==> config.mk <==
export PLATFORM = sky130hd
export DESIGN_NAME = fetch_top
export DESIGN_NICKNAME = d
export VERILOG_FILES = /design/src/fetch_pkg.sv /design/src/imem_wb.sv /design/src/fetch_wb_master.sv /design/src/predecode.sv /design/src/fetch_seq.sv /design/src/fetch_top.sv
export VERILOG_INCLUDE_DIRS = /design/src
export SDC_FILE = /design/constraint.sdc
export NUM_CORES = 1
export LEC_CHECK = 0
export ABC_AREA = 1
export BUFFER_PORTS_ARGS = -buffer_cell sky130_fd_sc_hd__buf_4
export CAP_MARGIN = 20
export CORE_MARGIN = 5
export CORE_UTILIZATION = 48
export DETAILED_ROUTE_END_ITERATION = 6
export HOLD_SLACK_MARGIN = 0.15
export PLACE_DENSITY_LB_ADDON = 0.3
export SYNTH_ARGS = -nofsm -noshare
export SYNTH_HDL_FRONTEND = slang
export SYNTH_SLANG_ARGS = --single-unit
export TNS_END_PERCENT = 30
==> constraint.sdc <==
create_clock -name clk -period 2.2 [get_ports clk]
set_input_delay 0.44 -clock clk [delete_from_list [all_inputs] [get_ports clk]]
set_output_delay 0.44 -clock clk [all_outputs]
set_load 0.005 [all_outputs]
==> src/fetch_defs.svh <==
`ifndef FETCH_DEFS_SVH
`define FETCH_DEFS_SVH

// first fetch address out of reset
`define FETCH_RESET_PC      32'h0000_0000

`define FETCH_ADDR_W        32
`define FETCH_DATA_W        32
`define FETCH_COUNT_W       32

// rom depth in words
`define FETCH_IMEM_WORDS    16

// rv32 major opcodes seen by predecode
`define FETCH_OP_BRANCH     7'b1100011
`define FETCH_OP_JAL        7'b1101111
`define FETCH_OP_JALR       7'b1100111
`define FETCH_OP_SYSTEM     7'b1110011  // ecall, mret
`define FETCH_OP_MISCMEM    7'b0001111  // fence, fence.i

`endif

==> src/program.hex <==
// one 32-bit instruction word per line, word 0 at address 0
00000093
00110113
fe314ee3
00315863
00500213
0100006f
00700293
0000100f
00008067
00100313
30200073
00000013
00000013
00000013

==> src/fetch_pkg.sv <==
`include "fetch_defs.svh"

package fetch_pkg;

    typedef logic [`FETCH_ADDR_W-1:0]  addr_t;
    typedef logic [`FETCH_DATA_W-1:0]  instr_t;
    typedef logic [`FETCH_COUNT_W-1:0] count_t;

    // what predecode makes of a fetched word
    typedef enum logic [2:0] {
        OP_PLAIN,
        OP_BRANCH,
        OP_JAL,
        OP_INDIRECT,    // jalr, ecall, mret
        OP_FENCE        // fence.i
    } op_class_t;

    // pc sequencer
    typedef enum logic [1:0] {
        ST_WORK,        // streaming words to decode
        ST_BRANCH,      // predicted-path word held until resolution
        ST_WAIT,        // waiting for an indirect target
        ST_FENCE        // waiting for fence handshake
    } seq_state_t;

endpackage

==> src/imem_wb.sv <==
`include "fetch_defs.svh"

module imem_wb
    import fetch_pkg::*;
(
    input  logic   clk,
    input  logic   rst,
    input  logic   wb_cyc_i,
    input  logic   wb_stb_i,
    input  logic   wb_we_i,
    input  addr_t  wb_adr_i,
    output instr_t wb_dat_o,
    output logic   wb_ack_o
);

    localparam int IDX_W = $clog2(`FETCH_IMEM_WORDS);

    instr_t           rom [0:`FETCH_IMEM_WORDS-1];
    logic [IDX_W-1:0] idx;
    logic             access;
    logic             wait_q;   // first strobe cycle already seen

    initial begin
        $readmemh("/design/src/program.hex", rom);
    end

    assign idx    = wb_adr_i[IDX_W+1:2];    // word index
    assign access = wb_cyc_i & wb_stb_i;

    // one wait state, ack on the second strobe cycle
    assign wb_ack_o = access & wait_q;

    // writes to the rom are ignored
    assign wb_dat_o = wb_we_i ? '0 : rom[idx];

    always_ff @(posedge clk) begin
        if (rst) begin
            wait_q <= 1'b0;
        end else if (!access || wb_ack_o) begin
            wait_q <= 1'b0;     // rearm for the next strobe
        end else begin
            wait_q <= 1'b1;
        end
    end

endmodule

==> src/fetch_wb_master.sv <==
module fetch_wb_master
    import fetch_pkg::*;
(
    input  logic   clk,
    input  logic   rst,

    // from the sequencer
    input  logic   req_i,
    input  addr_t  req_addr_i,
    input  logic   flush_i,
    output logic   busy_o,

    // wishbone classic
    output logic   wb_cyc_o,
    output logic   wb_stb_o,
    output logic   wb_we_o,
    output addr_t  wb_adr_o,
    input  instr_t wb_dat_i,
    input  logic   wb_ack_i,

    // to predecode
    output logic   rsp_valid_o,
    output addr_t  rsp_pc_o,
    output instr_t rsp_instr_o
);

    logic  cyc_q;
    logic  stale_q;     // cycle in flight was flushed
    addr_t adr_q;
    logic  start;

    assign start = req_i & ~cyc_q;

    always_ff @(posedge clk) begin
        if (rst) begin
            cyc_q   <= 1'b0;
            stale_q <= 1'b0;
        end else if (start) begin
            cyc_q   <= 1'b1;
            stale_q <= 1'b0;
        end else if (cyc_q && wb_ack_i) begin
            cyc_q   <= 1'b0;    // cycle ends at ack
            stale_q <= 1'b0;
        end else if (cyc_q && flush_i) begin
            stale_q <= 1'b1;
        end
    end

    // address held for the whole cycle
    always_ff @(posedge clk) begin
        if (start) begin
            adr_q <= req_addr_i;
        end
    end

    assign busy_o   = cyc_q;
    assign wb_cyc_o = cyc_q;
    assign wb_stb_o = cyc_q;
    assign wb_we_o  = 1'b0;     // read only
    assign wb_adr_o = adr_q;

    // a flush in the ack cycle also kills the word
    assign rsp_valid_o = cyc_q & wb_ack_i & ~stale_q & ~flush_i;
    assign rsp_pc_o    = adr_q;
    assign rsp_instr_o = wb_dat_i;

endmodule

==> src/predecode.sv <==
`include "fetch_defs.svh"

module predecode
    import fetch_pkg::*;
(
    input  logic      clk,
    input  logic      rst,
    input  logic      rsp_valid_i,
    input  addr_t     rsp_pc_i,
    input  instr_t    rsp_instr_i,
    input  logic      flush_i,
    input  logic      take_i,
    output logic      valid_o,
    output addr_t     pc_o,
    output instr_t    instr_o,
    output op_class_t class_o,
    output addr_t     target_o,
    output logic      pred_taken_o
);

    logic        valid_q;
    addr_t       pc_q;
    instr_t      instr_q;
    logic [6:0]  opcode;
    logic [2:0]  funct3;
    logic [11:0] funct12;
    addr_t       imm_b;
    addr_t       imm_j;
    addr_t       br_target;
    addr_t       jal_target;

    always_ff @(posedge clk) begin
        if (rst) begin
            valid_q <= 1'b0;
        end else if (flush_i) begin
            valid_q <= 1'b0;    // wrong-path word dropped
        end else if (rsp_valid_i) begin
            valid_q <= 1'b1;
        end else if (take_i) begin
            valid_q <= 1'b0;
        end
    end

    always_ff @(posedge clk) begin
        if (rsp_valid_i) begin
            pc_q    <= rsp_pc_i;
            instr_q <= rsp_instr_i;
        end
    end

    assign opcode  = instr_q[6:0];
    assign funct3  = instr_q[14:12];
    assign funct12 = instr_q[31:20];

    // b and j immediates, sign extended
    assign imm_b = {{20{instr_q[31]}}, instr_q[7], instr_q[30:25], instr_q[11:8], 1'b0};
    assign imm_j = {{12{instr_q[31]}}, instr_q[19:12], instr_q[20], instr_q[30:21], 1'b0};

    assign br_target  = pc_q + imm_b;
    assign jal_target = pc_q + imm_j;

    always_comb begin
        class_o = OP_PLAIN;
        case (opcode)
            `FETCH_OP_BRANCH: class_o = OP_BRANCH;
            `FETCH_OP_JAL:    class_o = OP_JAL;
            `FETCH_OP_JALR:   class_o = OP_INDIRECT;
            `FETCH_OP_SYSTEM: begin
                // ecall 0x000, mret 0x302
                if (funct3 == 3'b000 && (funct12 == 12'h000 || funct12 == 12'h302)) begin
                    class_o = OP_INDIRECT;
                end
            end
            `FETCH_OP_MISCMEM: begin
                if (funct3 == 3'b001) begin
                    class_o = OP_FENCE;
                end
            end
            default: ;
        endcase
    end

    assign valid_o  = valid_q;
    assign pc_o     = pc_q;
    assign instr_o  = instr_q;
    assign target_o = (class_o == OP_JAL) ? jal_target : br_target;

    // backward taken, forward not taken
    assign pred_taken_o = (class_o == OP_BRANCH) && (br_target < pc_q);

endmodule

==> src/fetch_seq.sv <==
`include "fetch_defs.svh"

module fetch_seq
    import fetch_pkg::*;
(
    input  logic      clk,
    input  logic      rst,

    // predecode
    input  logic      pd_valid_i,
    input  addr_t     pd_pc_i,
    input  instr_t    pd_instr_i,
    input  op_class_t pd_class_i,
    input  addr_t     pd_target_i,
    input  logic      pd_pred_i,

    // bus master
    input  logic      busy_i,
    output logic      req_o,
    output addr_t     req_addr_o,
    output logic      flush_o,
    output logic      take_o,

    // decode
    output logic      out_valid_o,
    output addr_t     out_pc_o,
    output instr_t    out_instr_o,
    input  logic      out_ready_i,

    // back end
    input  logic      resolve_valid_i,
    input  logic      resolve_taken_i,
    input  addr_t     resolve_target_i,
    output logic      fence_req_o,
    input  logic      fence_done_i,
    output count_t    hit_count_o,
    output count_t    miss_count_o
);

    seq_state_t state_q;
    seq_state_t state_d;
    addr_t      seq_pc;         // fall-through of the word in predecode
    addr_t      alt_q;          // other branch path, or resume after fence.i
    logic       pred_q;
    logic       live_q;
    logic       pend_q;         // request owed but master was busy
    addr_t      pend_addr_q;
    logic       issue_want;
    addr_t      issue_addr;
    logic       hit;
    logic       room;

    assign seq_pc = pd_pc_i + 32'd4;

    // words only leave in work, so the speculative one stays held in branch
    assign out_valid_o = (state_q == ST_WORK) & pd_valid_i;
    assign out_pc_o    = pd_pc_i;
    assign out_instr_o = pd_instr_i;
    assign take_o      = out_valid_o & out_ready_i;

    assign hit         = (resolve_taken_i == pred_q);
    assign fence_req_o = (state_q == ST_FENCE);

    always_comb begin
        state_d    = state_q;
        issue_want = 1'b0;
        issue_addr = seq_pc;
        flush_o    = 1'b0;
        case (state_q)
            ST_WORK: begin
                if (take_o) begin
                    case (pd_class_i)
                        OP_PLAIN: issue_want = 1'b1;
                        OP_JAL: begin
                            issue_want = 1'b1;
                            issue_addr = pd_target_i;
                            flush_o    = 1'b1;
                        end
                        OP_BRANCH: begin
                            issue_want = 1'b1;  // predicted path
                            if (pd_pred_i) begin
                                issue_addr = pd_target_i;
                            end
                            state_d = ST_BRANCH;
                        end
                        OP_INDIRECT: state_d = ST_WAIT;
                        OP_FENCE:    state_d = ST_FENCE;
                        default: ;
                    endcase
                end
            end
            ST_BRANCH: begin
                if (resolve_valid_i) begin
                    state_d = ST_WORK;          // hit releases the held word
                    if (!hit) begin
                        flush_o    = 1'b1;
                        issue_want = 1'b1;
                        issue_addr = alt_q;
                    end
                end
            end
            ST_WAIT: begin
                if (resolve_valid_i) begin
                    state_d    = ST_WORK;
                    issue_want = 1'b1;
                    issue_addr = resolve_target_i;
                end
            end
            ST_FENCE: begin
                if (fence_done_i) begin
                    state_d    = ST_WORK;
                    issue_want = 1'b1;
                    issue_addr = alt_q;
                end
            end
            default: state_d = ST_WORK;
        endcase
    end

    // predecode must be free by the time the new word lands
    assign room       = ~pd_valid_i | take_o | flush_o;
    assign req_o      = (pend_q | issue_want) & ~busy_i & room;
    assign req_addr_o = pend_q ? pend_addr_q : issue_addr;

    always_ff @(posedge clk) begin
        if (rst) begin
            state_q      <= ST_WORK;
            live_q       <= 1'b0;
            pend_q       <= 1'b0;
            pend_addr_q  <= `FETCH_RESET_PC;
            hit_count_o  <= '0;
            miss_count_o <= '0;
        end else begin
            state_q <= state_d;
            live_q  <= 1'b1;
            if (!live_q) begin
                pend_q <= 1'b1;             // first fetch after reset
            end else if (issue_want && !req_o) begin
                pend_q      <= 1'b1;        // stale cycle still on the bus
                pend_addr_q <= issue_addr;
            end else if (req_o) begin
                pend_q <= 1'b0;
            end
            if (state_q == ST_BRANCH && resolve_valid_i) begin
                if (hit) begin
                    hit_count_o <= hit_count_o + 1'b1;
                end else begin
                    miss_count_o <= miss_count_o + 1'b1;
                end
            end
        end
    end

    always_ff @(posedge clk) begin
        if (take_o) begin
            pred_q <= pd_pred_i;
            alt_q  <= (pd_class_i == OP_FENCE || pd_pred_i) ? seq_pc : pd_target_i;
        end
    end

endmodule

==> src/fetch_top.sv <==
module fetch_top
    import fetch_pkg::*;
(
    input  logic   clk,
    input  logic   rst,
    output logic   out_valid_o,
    output addr_t  out_pc_o,
    output instr_t out_instr_o,
    input  logic   out_ready_i,
    input  logic   resolve_valid_i,
    input  logic   resolve_taken_i,
    input  addr_t  resolve_target_i,
    output logic   fence_req_o,
    input  logic   fence_done_i,
    output count_t hit_count_o,
    output count_t miss_count_o
);

    // sequencer <-> master
    logic      req;
    addr_t     req_addr;
    logic      busy;
    logic      flush;

    // wishbone
    logic      wb_cyc;
    logic      wb_stb;
    logic      wb_we;
    addr_t     wb_adr;
    instr_t    wb_dat;
    logic      wb_ack;

    // master -> predecode
    logic      rsp_valid;
    addr_t     rsp_pc;
    instr_t    rsp_instr;

    // predecode -> sequencer
    logic      pd_valid;
    addr_t     pd_pc;
    instr_t    pd_instr;
    op_class_t pd_class;
    addr_t     pd_target;
    logic      pd_pred;
    logic      take;

    fetch_seq u_seq (
        .clk              (clk),
        .rst              (rst),
        .pd_valid_i       (pd_valid),
        .pd_pc_i          (pd_pc),
        .pd_instr_i       (pd_instr),
        .pd_class_i       (pd_class),
        .pd_target_i      (pd_target),
        .pd_pred_i        (pd_pred),
        .busy_i           (busy),
        .req_o            (req),
        .req_addr_o       (req_addr),
        .flush_o          (flush),
        .take_o           (take),
        .out_valid_o      (out_valid_o),
        .out_pc_o         (out_pc_o),
        .out_instr_o      (out_instr_o),
        .out_ready_i      (out_ready_i),
        .resolve_valid_i  (resolve_valid_i),
        .resolve_taken_i  (resolve_taken_i),
        .resolve_target_i (resolve_target_i),
        .fence_req_o      (fence_req_o),
        .fence_done_i     (fence_done_i),
        .hit_count_o      (hit_count_o),
        .miss_count_o     (miss_count_o)
    );

    fetch_wb_master u_master (
        .clk         (clk),
        .rst         (rst),
        .req_i       (req),
        .req_addr_i  (req_addr),
        .flush_i     (flush),
        .busy_o      (busy),
        .wb_cyc_o    (wb_cyc),
        .wb_stb_o    (wb_stb),
        .wb_we_o     (wb_we),
        .wb_adr_o    (wb_adr),
        .wb_dat_i    (wb_dat),
        .wb_ack_i    (wb_ack),
        .rsp_valid_o (rsp_valid),
        .rsp_pc_o    (rsp_pc),
        .rsp_instr_o (rsp_instr)
    );

    predecode u_pd (
        .clk          (clk),
        .rst          (rst),
        .rsp_valid_i  (rsp_valid),
        .rsp_pc_i     (rsp_pc),
        .rsp_instr_i  (rsp_instr),
        .flush_i      (flush),
        .take_i       (take),
        .valid_o      (pd_valid),
        .pc_o         (pd_pc),
        .instr_o      (pd_instr),
        .class_o      (pd_class),
        .target_o     (pd_target),
        .pred_taken_o (pd_pred)
    );

    imem_wb u_imem (
        .clk      (clk),
        .rst      (rst),
        .wb_cyc_i (wb_cyc),
        .wb_stb_i (wb_stb),
        .wb_we_i  (wb_we),
        .wb_adr_i (wb_adr),
        .wb_dat_o (wb_dat),
        .wb_ack_o (wb_ack)
    );

endmodule

== Word-level counts from Yosys, hierarchy flattened ==
Index checks and enable logic that the tools add are counted.
Word-level totals
  register bits after elaboration: 233
  input bits: 38
  output and inout port bits: 130
  word-level logic and storage cells: 121
Cells by class
  mux-type cells: 38
  add/subtract/negate cells: 5
  reductions and logical operators: 25
  equal/unequal tests: 20
  bitwise logic cells: 17
  magnitude comparators: 1
Operators by type and width (count)
  32-bit two-way mux: 9
  32-bit one-hot mux with 4 select lines: 1
  32-bit by 1-bit adder with 32-bit output (second input constant): 2
  32-bit adder: 2
  32-bit one-hot mux with 2 select lines: 1
  32-bit by 3-bit adder with 32-bit output (second input constant): 1
  32-bit less-than comparator: 1
  7-bit == test (second input constant): 4
  1-bit two-way mux: 17
  3-bit one-hot mux with 5 select lines: 1
  12-bit by 10-bit == test with 1-bit output (second input constant): 1
  12-bit zero test: 1
  2-bit one-hot mux with 3 select lines: 2
  1-bit AND: 9
  2-bit two-way mux: 4
  7-bit by 4-bit == test with 1-bit output (second input constant): 1
  3-bit by 1-bit == test with 1-bit output (second input constant): 2
  3-bit by 2-bit == test with 1-bit output (second input constant): 2
  1-bit logical AND: 6
  3-bit zero test: 2
  2-bit by 1-bit inequality test with 1-bit output (second input constant): 3
  2-bit AND reduction: 3
  3-bit OR reduction: 2
  1-bit NOT: 5
  other kinds (16): 24

== Longest topological paths before layout ==
  depth in word-level cells: 17
  gate-level depth with buffers: 8
  depth with buffers taken out: 8

== Hierarchy ==
From an unflattened synthesis, not the netlist that was laid out.
Unflattened totals
  cells, all modules: 2968
  area, all modules: 19215.9 um^2
By module, submodules not included
  fetch_seq: seq. area each 2992.9 um^2, cells each 1702, times used 1, area an instance 10239.8 um^2
  predecode: seq. area each 1941.9 um^2, cells each 1112, times used 1, area an instance 7115.6 um^2
  fetch_wb_master: seq. area each 1001.0 um^2, cells each 114, times used 1, area an instance 1571.5 um^2
  imem_wb: seq. area each 20.0 um^2, cells each 40, times used 1, area an instance 289.0 um^2

== Least setup slack after synthesis ==
No wires, ideal clock.
  path kind: in2reg
  start: input port out_ready_i
  end: register u_master.adr_q[0], in the netlist u_master.rsp_pc_o[0], enable pin
  arrival time: 1.294 ns
  slack: 0.519 ns
  cell stages on the path: 4
  library setup time: 0.387 ns
  data required time: 1.813 ns
  path buffers: 0
  cells stage by stage: inv_1 nand2_1 nand3_1 inv_1
On the way
  cells in the longest elaborated chain, start to end: 7
  elaborated cells between the ends (all ways): 11
  classes of those cells: mux (4); bitwise (7)
RTL lines
  start: declaration: RTL line fetch_top.sv:9  | input logic out_ready_i,
  1-bit AND *: RTL line fetch_seq.sv:59  | assign take_o = out_valid_o & out_ready_i;
  1-bit two-way mux: RTL line fetch_seq.sv:71  | if (take_o) begin
  1-bit one-hot mux with 4 select lines: RTL line fetch_seq.sv:69  | case (state_q)
  1-bit OR: RTL line fetch_seq.sv:122  | assign req_o = (pend_q | issue_want) & ~busy_i & room;
  1-bit AND: RTL line fetch_seq.sv:122
  1-bit AND *: RTL line fetch_seq.sv:122
  1-bit AND *: RTL line fetch_wb_master.sv:32  | assign start = req_i & ~cyc_q;
  named net u_master.start: RTL line fetch_wb_master.sv:30  | logic start;
  end signal: assignment: RTL line fetch_wb_master.sv:52  | adr_q <= req_addr_i;
  end: declaration: RTL line fetch_wb_master.sv:29  | addr_t adr_q;
Mark *: on every way through the listed nets, which the timed path passes. The rest lies on a longest branch.
A chain may end at the register's enable or synchronous reset.

== Worst setup path in the final report ==
  start: register u_pd.pc_q[2], in the netlist u_pd.pc_o[2]
  end: register u_master.adr_q[14], in the netlist u_master.rsp_pc_o[14] (data pin)
On the way
  cells in the longest elaborated chain, start to end: 8
  elaborated cells between the ends (all ways): 15
  classes of those cells: add/sub (3); order compare (1); mux (10); reduce/logical (1)
RTL lines
  start: declaration: RTL line predecode.sv:22  | addr_t pc_q;
  start signal: assignment: RTL line predecode.sv:46  | pc_q <= rsp_pc_i;
  32-bit adder: RTL line predecode.sv:59  | assign br_target = pc_q + imm_b;
  32-bit less-than comparator: RTL line predecode.sv:89  | assign pred_taken_o = (class_o == OP_BRANCH) && (br_target < pc_q);
  1-bit logical AND: RTL line predecode.sv:89
  32-bit two-way mux: RTL line fetch_seq.sv:81  | if (pd_pred_i) begin
  32-bit one-hot mux with 2 select lines: RTL line fetch_seq.sv:72  | case (pd_class_i)
  32-bit two-way mux: RTL line fetch_seq.sv:71
  32-bit one-hot mux with 4 select lines *: RTL line fetch_seq.sv:69
  32-bit two-way mux *: RTL line fetch_seq.sv:123  | assign req_addr_o = pend_q ? pend_addr_q : issue_addr;
Mark *: on every way between the ends. The rest lies on a longest branch, timed or not.

==> impl_metrics.tcl <==
set metrics [dict create \
    status "complete, no violations" \
    gr-total-overflow 0 \
    cts_tree "done" \
    worst_clock_skew_ns 0.00761 \
    ys_types 23 \
    fin_crit_ns 1.72 \
    cts_resized 0 \
    postCtsHoldBufs 0 \
    clk_path_buf_depth 2 \
    num_vias 2345 \
    grt_pass1_vias 2072 \
    start_util_pct 49.2 \
    die-area_um2 9750 \
    setup_viol 0 \
    crit_family "simple AND/OR/NAND/NOR gates" \
    max_freq_mhz 583 \
    ys_warn_count 0 \
    crit_type "register to register" \
    drcViolationCount 0 \
    io_pins 168 \
    leakage_nw 1.79 \
    syn_area_per_cell_um2 9.69 \
    layout.nets 474 \
    cp_data_required_time_ns 2.31 \
    worstSkewPairLatency_ns 0.34 \
    routed_via_density 4.33 \
    cp_cell_sequence "ha_1 -> nand2_1 -> nor2_2 -> nand2_4 -> nor2_4 -> or2_1 -> and2_1" \
    rsz0062_at_grt "false" \
    io_buffer_count 35 \
    grt_max_degree 33 \
    area_growth_pct 7.25 \
    gp_congestion 0.807 \
    grt_pass1_wl_um 10300 \
    synthCells 390 \
    ys_seq_elements 69 \
    cp_num_buf_inv 0 \
    powerDensity_nw_per_um2 712 \
    p_total_mw 2.88 \
    hold_violations 0 \
    fillerInstances 701 \
    finalMaxSlewViolations 0 \
    drt-initial-drc-count 164 \
    die_height_um 98.7 \
    cp_max_fo 5 \
    drtPass1Iterations 4 \
    drive_gt1_share_pct 16.6 \
    whs_ns 0.268 \
    antenna_cells 0 \
    syn-cell-area_um2 3780 \
    ff_latch_area_um2 2020 \
    ant_nets 0 \
    multi_input_area_um2 1270 \
    crit_slowest_cell "edfxtp_1" \
    clockRootBuffer "clkbuf_8" \
    ys_seq_area_share_pct 53.5 \
    wl_um 6780 \
    num_rows 32 \
    wl_per_cell_um 12.5 \
    critPathArrivalTime_ns 1.82 \
    die_w_um 98.7 \
    max-vdd-ir-drop_mv 0.621 \
    clkSlewWorstSetupHoldPaths_ns 0.07 \
    cts_buffers 9 \
    core_um2 7690 \
    hold_class "input pin to register" \
    h-tree-depth 3 \
    clock_sinks 69 \
    antenna_found_initial 0 \
    dp_hpwl_um 5010 \
    cap_viol_max_count 0 \
    critical_path.endpoint_type "register" \
    grt_usage_pct 13.3 \
    critPathLaunchType "register" \
    max_stage_delay_ns 0.46 \
    fin_setup_tns_ns 0 \
    finalCritPeriodShare_pct 78.0 \
    cts_setup_buffers 0 \
]
==> logic make-up (layout without fill, tap and decap cells) <==
family                   after synthesis  after routing  share of synthesized area, %
AND/OR/NAND/NOR                      163            163                          19.4
buffers and inverters                126             80                          22.3
flip-flops                            69             69                          53.5
AO/OA/AOI/OAI                         28             28                          3.84
XOR/XNOR                               2              2                         0.464
adder cells (fa/ha/maj)                1              1                         0.331
other                                  1             97                        0.0992
==> registers in the layout, indices dropped and copies added, names as in the netlist <==
register,cells
u_master.rsp_pc_o,32
u_pd.pc_o,32
u_imem.wait_q,1
u_master.busy_o,1
u_pd.valid_o,1
u_seq.live_q,1
u_seq.pend_q,1
==> synth_stat cells, drive strengths merged <==
master	number	share of area, %
o21a	1	0.20
clkbuf	2	0.20
a21o	1	0.20
edfxtp	64	51
dfxtp	5	2.6
buf	100	20
conb	1	0.099
a21oi	21	2.8
nand2	71	7.6
nand3	15	2.0
xor2	2	0.46
or2	1	0.17
o21ai	5	0.66
inv	24	2.4
nor2	74	9.4
and2	2	0.33
ha	1	0.33
==> stage by stage <==
stage	std cells	worst slack, ns	util (%)	cell area, µm²
floorplan	486	0.519	-	4140
detailed placement	526	0.508	49.6	3810
finish	542	0.483	52.7	4050
global placement	526	0.545	49.6	3810
global route	542	0.404	52.7	4050
CTS	542	0.488	52.7	4050
==> final timing paths <==
path	start	to	slack, ns	cells after the start
max	u_pd.pc_o[2]$_DFFE_PP_	u_master.rsp_pc_o[14]$_SDFFCE_PP0P_	0.48	7
min	rst	u_seq.live_q$_DFF_P_	0.27	2
max reg2reg	u_pd.pc_o[2]$_DFFE_PP_	u_master.rsp_pc_o[14]$_SDFFCE_PP0P_	0.48	7
min reg2reg	u_seq.live_q$_DFF_P_	u_seq.pend_q$_SDFFE_PP0P_	0.41	1
==> layer usage <==
metal  GRT usage [%]  up-vias  part of all wire [%]
met1            17.6     1079                    42
li1                -     1153                     -
met5               0        -                     0
met3            2.76        6                   9.2
met2            20.9      107                    48
met4            6.62        0                  0.87
==> layout by cell type (no fill, tap or decap), drive strengths merged <==
master / instances
conb: 97
clkinv: 1
and2: 2
o21a: 1
ha: 1
nand3: 15
a21oi: 21
nor2: 74
inv: 24
a21o: 1
bufinv: 3
edfxtp: 64
or2: 1
nand2: 71
clkbuf: 12
o21ai: 5
dfxtp: 5
buf: 40
xor2: 2
==> cell type report <==
cell class | instances | share of cell area, %
Clock buffer | 12 | 3.58
Sequential cell | 69 | 49.9
Inverter | 24 | 2.22
Multi-Input combinational cell | 291 | 31.4
Timing Repair Buffer | 40 | 7.41
Clock inverter | 4 | 2.35
Tap cell | 102 | 3.15
==> report_power, final <==
part / switching (mW) / internal, mW
logic: 0.102 / 0.0329
registers: 0.0195 / 1.49
clock network: 0.460 / 0.783
total: 0.582 / 2.30
Note: power is estimated with default switching activity, not from simulation.
